--- src/design/elevator_pkg.sv ---
package elevator_pkg;

    localparam int num_cars    = 2;
    localparam int num_floors  = 4;
    localparam int queue_depth = 8;
    localparam int move_cycles = 8;  // Clock cycles between adjacent floors

    typedef logic [1:0] floor_t;
    typedef logic [3:0] count_t;     // 0 to queue_depth

    typedef enum logic [1:0] {
        kind_crate,
        kind_parcel,
        kind_cart,
        kind_tool
    } kind_t;

    typedef struct packed {
        kind_t  kind;
        floor_t dest;
    } object_t;

    // Explicit valid bit, so an all-zero object is a real one
    typedef struct packed {
        logic    valid;
        object_t obj;
    } slot_t;

    typedef enum logic [1:0] {
        car_idle,
        car_moving,
        car_unloading
    } car_state_t;

    typedef count_t [3:0] kind_counts_t;  // Indexed by kind_t
    typedef logic [3:0][7:0] tally_t;     // Delivered objects, indexed by kind_t

endpackage

--- src/design/car_if.sv ---
`timescale 1ns/1ns

interface car_if;
    import elevator_pkg::*;

    logic    load;   // One-cycle strobe, no handshake
    object_t item;
    count_t  count;  // Objects held by the car
    floor_t  floor;  // Current car position

    modport dispatch (
        output load,
        output item,
        input  count,
        input  floor
    );

    modport car (
        input  load,
        input  item,
        output count,
        output floor
    );

endinterface

--- src/design/cargo_queue.sv ---
`timescale 1ns/1ns

module cargo_queue (
    input  logic                       clk,
    input  logic                       clear,
    input  logic                       load,
    input  elevator_pkg::object_t      item,
    input  logic                       unload,
    input  elevator_pkg::floor_t       floor,
    output elevator_pkg::object_t      head,
    output elevator_pkg::count_t       count,
    output elevator_pkg::kind_counts_t removed
);
    import elevator_pkg::*;

    typedef logic [$clog2(queue_depth)-1:0] slot_idx_t;

    slot_t  slots      [queue_depth];
    slot_t  slots_next [queue_depth];
    count_t count_next;

    // Removal first, then the append lands in the first free slot
    always_comb begin
        count_t kept;

        kept       = '0;
        removed    = '0;
        slots_next = '{default: '0};

        for (int i = 0; i < queue_depth; i++) begin
            if (slots[i].valid) begin
                if (unload && slots[i].obj.dest == floor) begin
                    // Leaves the car here, tallied per kind
                    removed[slots[i].obj.kind] = removed[slots[i].obj.kind] + 1'b1;
                end else begin
                    slots_next[slot_idx_t'(kept)] = slots[i];  // Survivors keep their order
                    kept = kept + 1'b1;
                end
            end
        end

        if (load && kept < count_t'(queue_depth)) begin
            slots_next[slot_idx_t'(kept)] = '{valid: 1'b1, obj: item};
            kept = kept + 1'b1;
        end

        count_next = kept;
    end

    always_ff @(posedge clk or posedge clear) begin
        if (clear) begin
            slots <= '{default: '0};
            count <= '0;
        end else begin
            slots <= slots_next;
            count <= count_next;
        end
    end

    assign head = slots[0].obj;  // Oldest object steers the car

endmodule

--- src/design/car_motion.sv ---
`timescale 1ns/1ns

module car_motion (
    input  logic                  clk,
    input  logic                  clear,
    input  elevator_pkg::count_t  count,
    input  elevator_pkg::object_t head,
    output elevator_pkg::floor_t  floor,
    output logic                  unload
);
    import elevator_pkg::*;

    typedef logic [$clog2(move_cycles)-1:0] timer_t;

    car_state_t state;
    car_state_t state_next;
    floor_t     floor_next;
    timer_t     timer;
    timer_t     timer_next;
    logic       step_done;

    assign step_done = (timer == timer_t'(move_cycles - 1));

    always_comb begin
        state_next = state;
        floor_next = floor;
        timer_next = '0;

        case (state)
            car_idle: begin
                if (count != '0) begin
                    // Cargo for this floor goes out without moving
                    state_next = (head.dest == floor) ? car_unloading : car_moving;
                end
            end
            car_moving: begin
                if (step_done) begin
                    floor_next = (head.dest > floor) ? floor + 1'b1 : floor - 1'b1;
                    if (floor_next == head.dest) begin
                        state_next = car_unloading;  // Arrived
                    end
                end else begin
                    timer_next = timer + 1'b1;
                end
            end
            car_unloading: state_next = car_idle;  // Exactly one cycle
            default:       state_next = car_idle;
        endcase
    end

    always_ff @(posedge clk or posedge clear) begin
        if (clear) begin
            state <= car_idle;
            floor <= '0;
            timer <= '0;
        end else begin
            state <= state_next;
            floor <= floor_next;
            timer <= timer_next;
        end
    end

    assign unload = (state == car_unloading);

endmodule

--- src/design/elevator_car.sv ---
`timescale 1ns/1ns

module elevator_car (
    input  logic                       clk,
    input  logic                       clear,
    car_if.car                         bus,
    output logic                       unload,
    output elevator_pkg::kind_counts_t removed
);
    import elevator_pkg::*;

    object_t head;
    count_t  count;
    floor_t  floor;

    cargo_queue i_queue (
        .clk     (clk),
        .clear   (clear),
        .load    (bus.load),
        .item    (bus.item),
        .unload  (unload),
        .floor   (floor),   // Objects for the car's floor leave on unload
        .head    (head),
        .count   (count),
        .removed (removed)
    );

    car_motion i_motion (
        .clk    (clk),
        .clear  (clear),
        .count  (count),
        .head   (head),
        .floor  (floor),
        .unload (unload)
    );

    assign bus.count = count;
    assign bus.floor = floor;

endmodule

--- src/design/load_dispatch.sv ---
`timescale 1ns/1ns

module load_dispatch (
    input  logic                 load_req,
    input  elevator_pkg::kind_t  load_kind,
    input  elevator_pkg::floor_t load_dest,
    car_if.dispatch              cars [elevator_pkg::num_cars],
    output logic                 load_refused
);
    import elevator_pkg::*;

    typedef logic [$clog2(num_cars)-1:0] car_idx_t;

    count_t   counts [num_cars];
    count_t   min_count;
    car_idx_t pick;

    // Strict less-than keeps the lowest index on a tie
    always_comb begin
        min_count = counts[0];
        pick      = '0;
        for (int c = 1; c < num_cars; c++) begin
            if (counts[c] < min_count) begin
                min_count = counts[c];
                pick      = car_idx_t'(c);
            end
        end
    end

    // Least-loaded car full means every car is full
    assign load_refused = load_req && (min_count == count_t'(queue_depth));

    for (genvar c = 0; c < num_cars; c++) begin : g_car
        assign counts[c]    = cars[c].count;
        assign cars[c].load = load_req && !load_refused && (pick == car_idx_t'(c));
        assign cars[c].item = '{kind: load_kind, dest: load_dest};
    end

endmodule

--- src/design/delivery_tally.sv ---
`timescale 1ns/1ns

module delivery_tally (
    input  logic                                                   clk,
    input  logic                                                   clear,
    input  logic [elevator_pkg::num_cars-1:0]                      unload,
    input  elevator_pkg::kind_counts_t [elevator_pkg::num_cars-1:0] removed,
    output elevator_pkg::tally_t                                   delivered
);
    import elevator_pkg::*;

    tally_t tally_next;

    // Several cars may unload in the same cycle
    always_comb begin
        tally_next = delivered;
        for (int c = 0; c < num_cars; c++) begin
            if (unload[c]) begin
                for (int k = 0; k < 4; k++) begin
                    tally_next[k] = tally_next[k] + 8'(removed[c][k]);  // Wraps at 8 bits
                end
            end
        end
    end

    always_ff @(posedge clk or posedge clear) begin
        if (clear) begin
            delivered <= '0;
        end else begin
            delivered <= tally_next;
        end
    end

endmodule

--- src/design/elevator_bank.sv ---
`timescale 1ns/1ns

module elevator_bank (
    input  logic                                             clk,
    input  logic                                             clear,
    input  logic                                             load_req,
    input  elevator_pkg::kind_t                              load_kind,
    input  elevator_pkg::floor_t                             load_dest,
    output logic                                             load_refused,
    output elevator_pkg::floor_t [elevator_pkg::num_cars-1:0] car_floors,
    output elevator_pkg::tally_t                             delivered
);
    import elevator_pkg::*;

    car_if cars [num_cars] ();

    logic         [num_cars-1:0] unload;
    kind_counts_t [num_cars-1:0] removed;

    load_dispatch i_dispatch (
        .load_req     (load_req),
        .load_kind    (load_kind),
        .load_dest    (load_dest),
        .cars         (cars),
        .load_refused (load_refused)
    );

    for (genvar c = 0; c < num_cars; c++) begin : g_car
        elevator_car i_car (
            .clk     (clk),
            .clear   (clear),
            .bus     (cars[c]),
            .unload  (unload[c]),
            .removed (removed[c])
        );

        assign car_floors[c] = cars[c].floor;
    end

    delivery_tally i_tally (
        .clk       (clk),
        .clear     (clear),
        .unload    (unload),
        .removed   (removed),
        .delivered (delivered)
    );

endmodule

--- config.mk ---
export PLATFORM = sky130hd
export DESIGN_NAME = elevator_bank
export DESIGN_NICKNAME = d
export VERILOG_FILES = /design/src/design/elevator_pkg.sv /design/src/design/car_if.sv /design/src/design/cargo_queue.sv /design/src/design/car_motion.sv /design/src/design/elevator_car.sv /design/src/design/load_dispatch.sv /design/src/design/delivery_tally.sv /design/src/design/elevator_bank.sv
export SDC_FILE = /design/constraint.sdc
export NUM_CORES = 1
export LEC_CHECK = 0
export BUFFER_PORTS_ARGS = -buffer_cell sky130_fd_sc_hd__buf_2
export CAP_MARGIN = 20
export CORE_UTILIZATION = 40
export DETAILED_ROUTE_END_ITERATION = 8
export PLACE_DENSITY = 0.6
export SLEW_MARGIN = 20
export SYNTH_ARGS = -nofsm -noshare
export SYNTH_HDL_FRONTEND = slang
export SYNTH_SLANG_ARGS = --single-unit
--- constraint.sdc ---
create_clock -name clk -period 13.5 [get_ports clk]
set_input_delay 0.675 -clock clk [delete_from_list [all_inputs] [get_ports clk]]
set_output_delay 0.675 -clock clk [all_outputs]
set_load 0.05 [all_outputs]
; Word level (Yosys, flattened, before mapping)
; Index checks and enable logic that the tools add are counted.
[classes]
add_sub_neg = 46
order_cmp = 69
n_eq_ne = 31
n_mux = 246
n_bitwise = 19
n_reduce_logical = 63
[op_table]
columns = cell, n
row1 = 40-bit 2-to-1 mux, 30
row2 = 40-bit bitwise mux, 16
row3 = 16-bit 2-to-1 mux, 32
row4 = 4-bit 2-to-1 mux, 63
row5 = 5-bit demux with 3-bit select, 16
row6 = 16-bit bitwise mux, 14
row7 = "4-bit by 1-bit adder with 4-bit output, second input constant", 32
row8 = 4-bit binary-select mux with 2-bit select, 16
row9 = 4-bit demux with 2-bit select, 16
row10 = 5-bit 2-to-1 mux, 20
row11 = 8-bit by 4-bit adder with 8-bit output, 8
row12 = "4-bit greater-or-equal comparator, second input constant", 16
row13 = "4-bit by 1-bit < comparator with 1-bit output, second input constant", 16
row14 = 32-bit 2-to-1 mux, 2
row15 = 3-bit inverter with 4-bit output, 16
row16 = 1-bit logical AND, 54
row17 = "2-bit by 3-bit < comparator with 1-bit output, second input constant", 16
row18 = 2-bit equality test, 18
row19 = 16-bit bitwise AND, 2
row20 = "2-bit by 1-bit greater-or-equal comparator with 1-bit output, second input constant", 16
row21 = 2-bit 2-to-1 mux, 10
row22 = 3-bit 2-to-1 mux, 4
row23 = "2-bit inequality test, second input constant", 6
row24 = "4-bit < comparator, second input constant", 2
row25 = other kinds (17), 33
[word_totals]
regBits = 134
wordCells = 534

; Depth between registers and ports, before layout
[logic_depth]
word_depth = 53
ltp_mapped = 51
ltp_nobuf = 48

; Hierarchy
; From an unflattened synthesis, not the netlist that was laid out.
[unflattened]
cells_unflattened = 2618
hier_area_um2 = 19837.8
[modules_own_cells]
columns = module, n_inst, cells_per_inst, area_each_um2
row1 = cargo_queue at g_car[1].i_car.i_queue, 1, 1150, 8199.1
row2 = cargo_queue at g_car[0].i_car.i_queue, 1, 1056, 7647.3
row3 = delivery_tally, 1, 302, 2960.3
row4 = car_motion, 2, 41, 411.6
row5 = load_dispatch, 1, 28, 207.7

; Least setup slack after synthesis
; No wires, ideal clock.
[synth_timing]
path_kind = register to register
from = reg g_car[0].i_car.i_motion.floor[1]
to = reg i_tally.delivered[30] (netlist bit)
setup_ns = 0.141
arrival_ns = 10.054
required_time_ns = 13.359
setup_slack_ns = 3.305
stages_incl_launch_ff = 48
path_buffers = 3
period_less_slack_ns = 10.195
path_cell_list = dfrtp_1 buf_2 buf_4 inv_1 ha_1 and4b_1 buf_2 nand4_1 xor2_1 a22oi_1 nand2_1 ha_1 nand4b_1 nor4b_1 a31o_2 nor2_1 o21ai_0 o31a_1 (+12 left out) a21o_1 mux2_2 a21oi_1 inv_1 ha_1 mux2_2 inv_1 fa_1 xor2_1 o21ai_0 ha_1 nor2b_1 o21a_1 o21ai_0 nor2_1 maj3_1 a22oi_1 xnor2_1
[synth_rtl]
columns = item, line
row1 = from (decl), car_motion.sv:8  ; output elevator_pkg::floor_t floor,
row2 = from (signal assigned), car_motion.sv:58  ; floor <= floor_next;
row3 = to (signal assigned), delivery_tally.sv:30  ; delivered <= tally_next;
row4 = to (decl), delivery_tally.sv:8  ; output elevator_pkg::tally_t delivered

==> flow_summary.ini <==
[synthesis]
synth_seq_cells = 134
synth-xor-area-share = 0.106
async_flop_share = 1.00
synth_top_family_by_area = simple AND/OR/NAND/NOR gates
syn-num-nets = 2569
ys.flop_type = dfrtp_1
synth_cells = 2474
synth_edf_count = 0
yosysWarnings = 0
netlist_area_mm2 = 0.0182
synth_compound_area_frac = 0.225
yosys.area_share.adder = 0.0677
synthMuxAreaShare = 0.0781
synth-simple-area-share = 0.286
synth_cell_types = 103
syn_avg_cell_area_um2 = 7.35
ys_seq_area_frac = 0.184

[timing]
finalCritPeriodShare = 0.874
layout_setup_ws_ns = 1.70
fmax_mhz = 84.8
finalCriticalPeriod_ns = 11.80
slew_headroom = 0.264
finClkSkew_ns = 0.00904
worst_pin_slew_ns = 1.10
setup_viol = 0
slew_viol_final = 0
setup_tns_ns = 0
hold_viol_final = 0
rsz0062_at_grt = false

[worst_setup_path]
startpoint_type = register
crit_path_end_kind = register
r2r_start = g_car[0].i_car.i_motion.floor[1]
crit_path_frequent_cell = ha_1
startpoint = g_car[0].i_car.i_motion.floor[1]
critPathArrivalTime_ns = 12.21
critPathRequiredTime_ns = 13.91
criticalPathCategory = register to register
cp_slowest_stage_delay_ns = 0.85
cpMaxStageDelayCell = dfrtp_1
cp_max_fo = 15

[die]
die_w_um = 215
num_rows = 77
die_h_um = 215
initial_core_util = 0.408
ios = 44
die_area_mm2 = 0.0463
core-area_mm2 = 0.0445

[global_route]
grt_max_degree = 76
grt_pass1_vias = 17700
grt_remaining_overflow = 0
antenna_found_initial = 0
grt_pass1_wl_um = 102000
grt_usage = 0.278

[cells_and_area]
nFillCells = 4601
post_route_cells_drive_above_1_share = 0.103
final_cells = 3031
final_util = 0.435
fin_nets = 2521
regArea_mm2 = 0.00335
multi_input_area_mm2 = 0.0139
diodes = 0
syn_to_final_growth_pct = 6.60

[placed_design]
io_buffers = 43
place_congestion = 0.988
dp_slack_ns = 1.89
hpwl_um = 48500
placedCellCount = 2999

[pwr]
worst_ir_drop_vdd_mv = 0.132
power_mw = 2.68
power_density_mw_per_mm2 = 138
power.static_leakage_nw = 8.15

[hold_path]
hold_class = input pin to asynchronous set/reset pin

[detailed_routing]
vias = 18600
firstDrtPassIters = 5
drcViolationCount = 0
detail-route-antenna-nets = 0
dr.first_iter.drc_count = 1849
wl_per_cell_um = 21.5
routed_wl_um = 65200
via_per_inst = 6.13

[clock_tree]
cts-resized-gates = 0
cts_setup_buffers = 0
clockBufferDepth = 2
htree_levels = 4
path_clk_slew_ns = 0.07
root_buffer = clkbuf_16
clkSinkCount = 134
cts_buffers = 17
insertion_delay_ns = 0.48
tritoncts = built
cts_hold_buf = 0

[job]
max_cap_violations = 0

[status]
run_status = finished clean
==> worst max-delay path, delay by kind of cell (launching register included) <==
| kind | cells | cell delay, ns |
|---|---|---|
| XOR/XNOR | 6 | 1.61 |
| AO/OA/AOI/OAI | 16 | 3.80 |
| adder cells (fa/ha/maj) | 7 | 2.28 |
| AND/OR/NAND/NOR | 13 | 2.59 |
| flip-flops | 1 | 0.85 |
| multiplexers | 1 | 0.28 |
| buffers and inverters | 3 | 0.28 |
==> cell type report <==
cell class,count,share of cell area
clock buffer,19,0.0229
timing repair buffer,66,0.0200
multi-input combinational,2107,0.716
sequential,134,0.173
tap,592,0.0382
clock inverter,13,0.0101
inverter,100,0.0196
==> power by group <==
part           switching [mW]  internal, mW  total, mW
clock                   0.214         0.315      0.529
combinational           0.970         0.551       1.52
sequential              0.147         0.478      0.625
total                    1.33          1.35       2.68
==> per-stage QoR <==
stage | hold slack [ns] | area (µm²)
2_1_floorplan | 0.414 | 18200
3_3_place_gp | 0.425 | 18700
3_5_place_dp | 0.441 | 18700
4_1_cts | 0.376 | 19400
5_1_grt | 0.417 | 19400
6_report | 0.349 | 19400
==> sequential cells by signal, summed over array words and instances (netlist names) <==
name and count:
g_car.i_car.i_motion.floor 4, g_car.i_car.i_queue.slots 72, i_tally.delivered 32, g_car.i_car.i_motion.timer 6, g_car.i_car.i_queue.count 8, g_car.i_car.i_queue.head 8
g_car.i_car.i_motion.state 4
==> Yosys cell counts (8+ instances only) <==
cell,instances,share of area
ha_1,80,0.055
fa_1,8,0.0088
xor2_1,71,0.034
or2_2,13,0.0045
nand4b_1,9,0.0043
nor3b_1,15,0.0062
nand3b_1,15,0.0062
clkbuf_1,103,0.021
a211o_1,14,0.0067
and3_1,36,0.012
or3_1,21,0.0072
nor2b_1,30,0.010
and2_1,24,0.0083
nand3_1,50,0.014
a21o_1,20,0.0083
nor3_1,75,0.021
nor4_1,27,0.0093
inv_1,96,0.020
o21ai_0,154,0.042
a22oi_1,34,0.014
a21oi_1,201,0.055
nand4_1,35,0.012
xnor2_2,8,0.0072
a31oi_1,26,0.0089
or4_1,11,0.0045
mux2i_1,41,0.023
a32oi_1,17,0.0082
mux2_2,70,0.043
buf_2,12,0.0033
dfrtp_1,134,0.18
nand2b_1,39,0.013
nor2_1,301,0.062
xnor2_1,102,0.049
o22ai_1,8,0.0028
o31ai_1,18,0.0074
a211oi_1,38,0.016
nand2_1,308,0.064
o211ai_1,21,0.0087
==> final timing paths <==
check | slack (ns) | end | cells after the start
worst min-delay path | 0.35 | g_car[0].i_car.i_queue.slots[23] | 2
worst max register to register | 1.70 | i_tally.delivered[30] | 46
worst max-delay path | 1.70 | i_tally.delivered[30] | 46
worst min register to register | 0.45 | g_car[1].i_car.i_motion.timer[0] | 1
min in group clk | 0.45 | g_car[1].i_car.i_motion.timer[0] | 1
max in group asynchronous | 11.79 | g_car[0].i_car.i_queue.slots[16] | 3
==> cell families (layout without fill, tap and decap cells) <==
kind of cell	Yosys count	after routing
AO/OA/AOI/OAI	640	640
XOR/XNOR	194	194
adder cells (fa/ha/maj)	95	95
buffers and inverters	233	198
flip-flops	134	134
multiplexers	122	122
AND/OR/NAND/NOR	1056	1056
==> cell usage in the layout, fill, tap and decap left out, types with 13 or more instances in the layout <==
cell / n
mux2i_1: 41
nor2_1: 301
nor3b_1: 15
xor2_1: 71
a22oi_1: 34
nor2b_1: 30
xnor2_1: 102
a31oi_1: 26
nand2_1: 308
ha_1: 80
a211o_1: 14
nor4_1: 27
dfrtp_1: 134
and3_1: 36
buf_2: 43
a32oi_1: 17
and2_1: 24
nand4_1: 35
clkbuf_16: 17
mux2_2: 70
o211ai_1: 21
a211oi_1: 38
o21ai_0: 154
nand3_1: 50
or2_2: 13
a21oi_1: 201
buf_4: 23
inv_1: 95
a21o_1: 20
nand2b_1: 39
or3_1: 21
nand3b_1: 15
o31ai_1: 18
nor3_1: 74
==> per-layer routing <==
layer | GRT usage | vias to the layer above | part of all wire
met4 | 0.0979 | 0 | 0.030
li1 | - | 8812 | -
met1 | 0.367 | 8906 | 0.44
met2 | 0.455 | 724 | 0.46
met3 | 0.0449 | 135 | 0.068
met5 | 0 | - | 0
(Power assumes the default switching activity.)
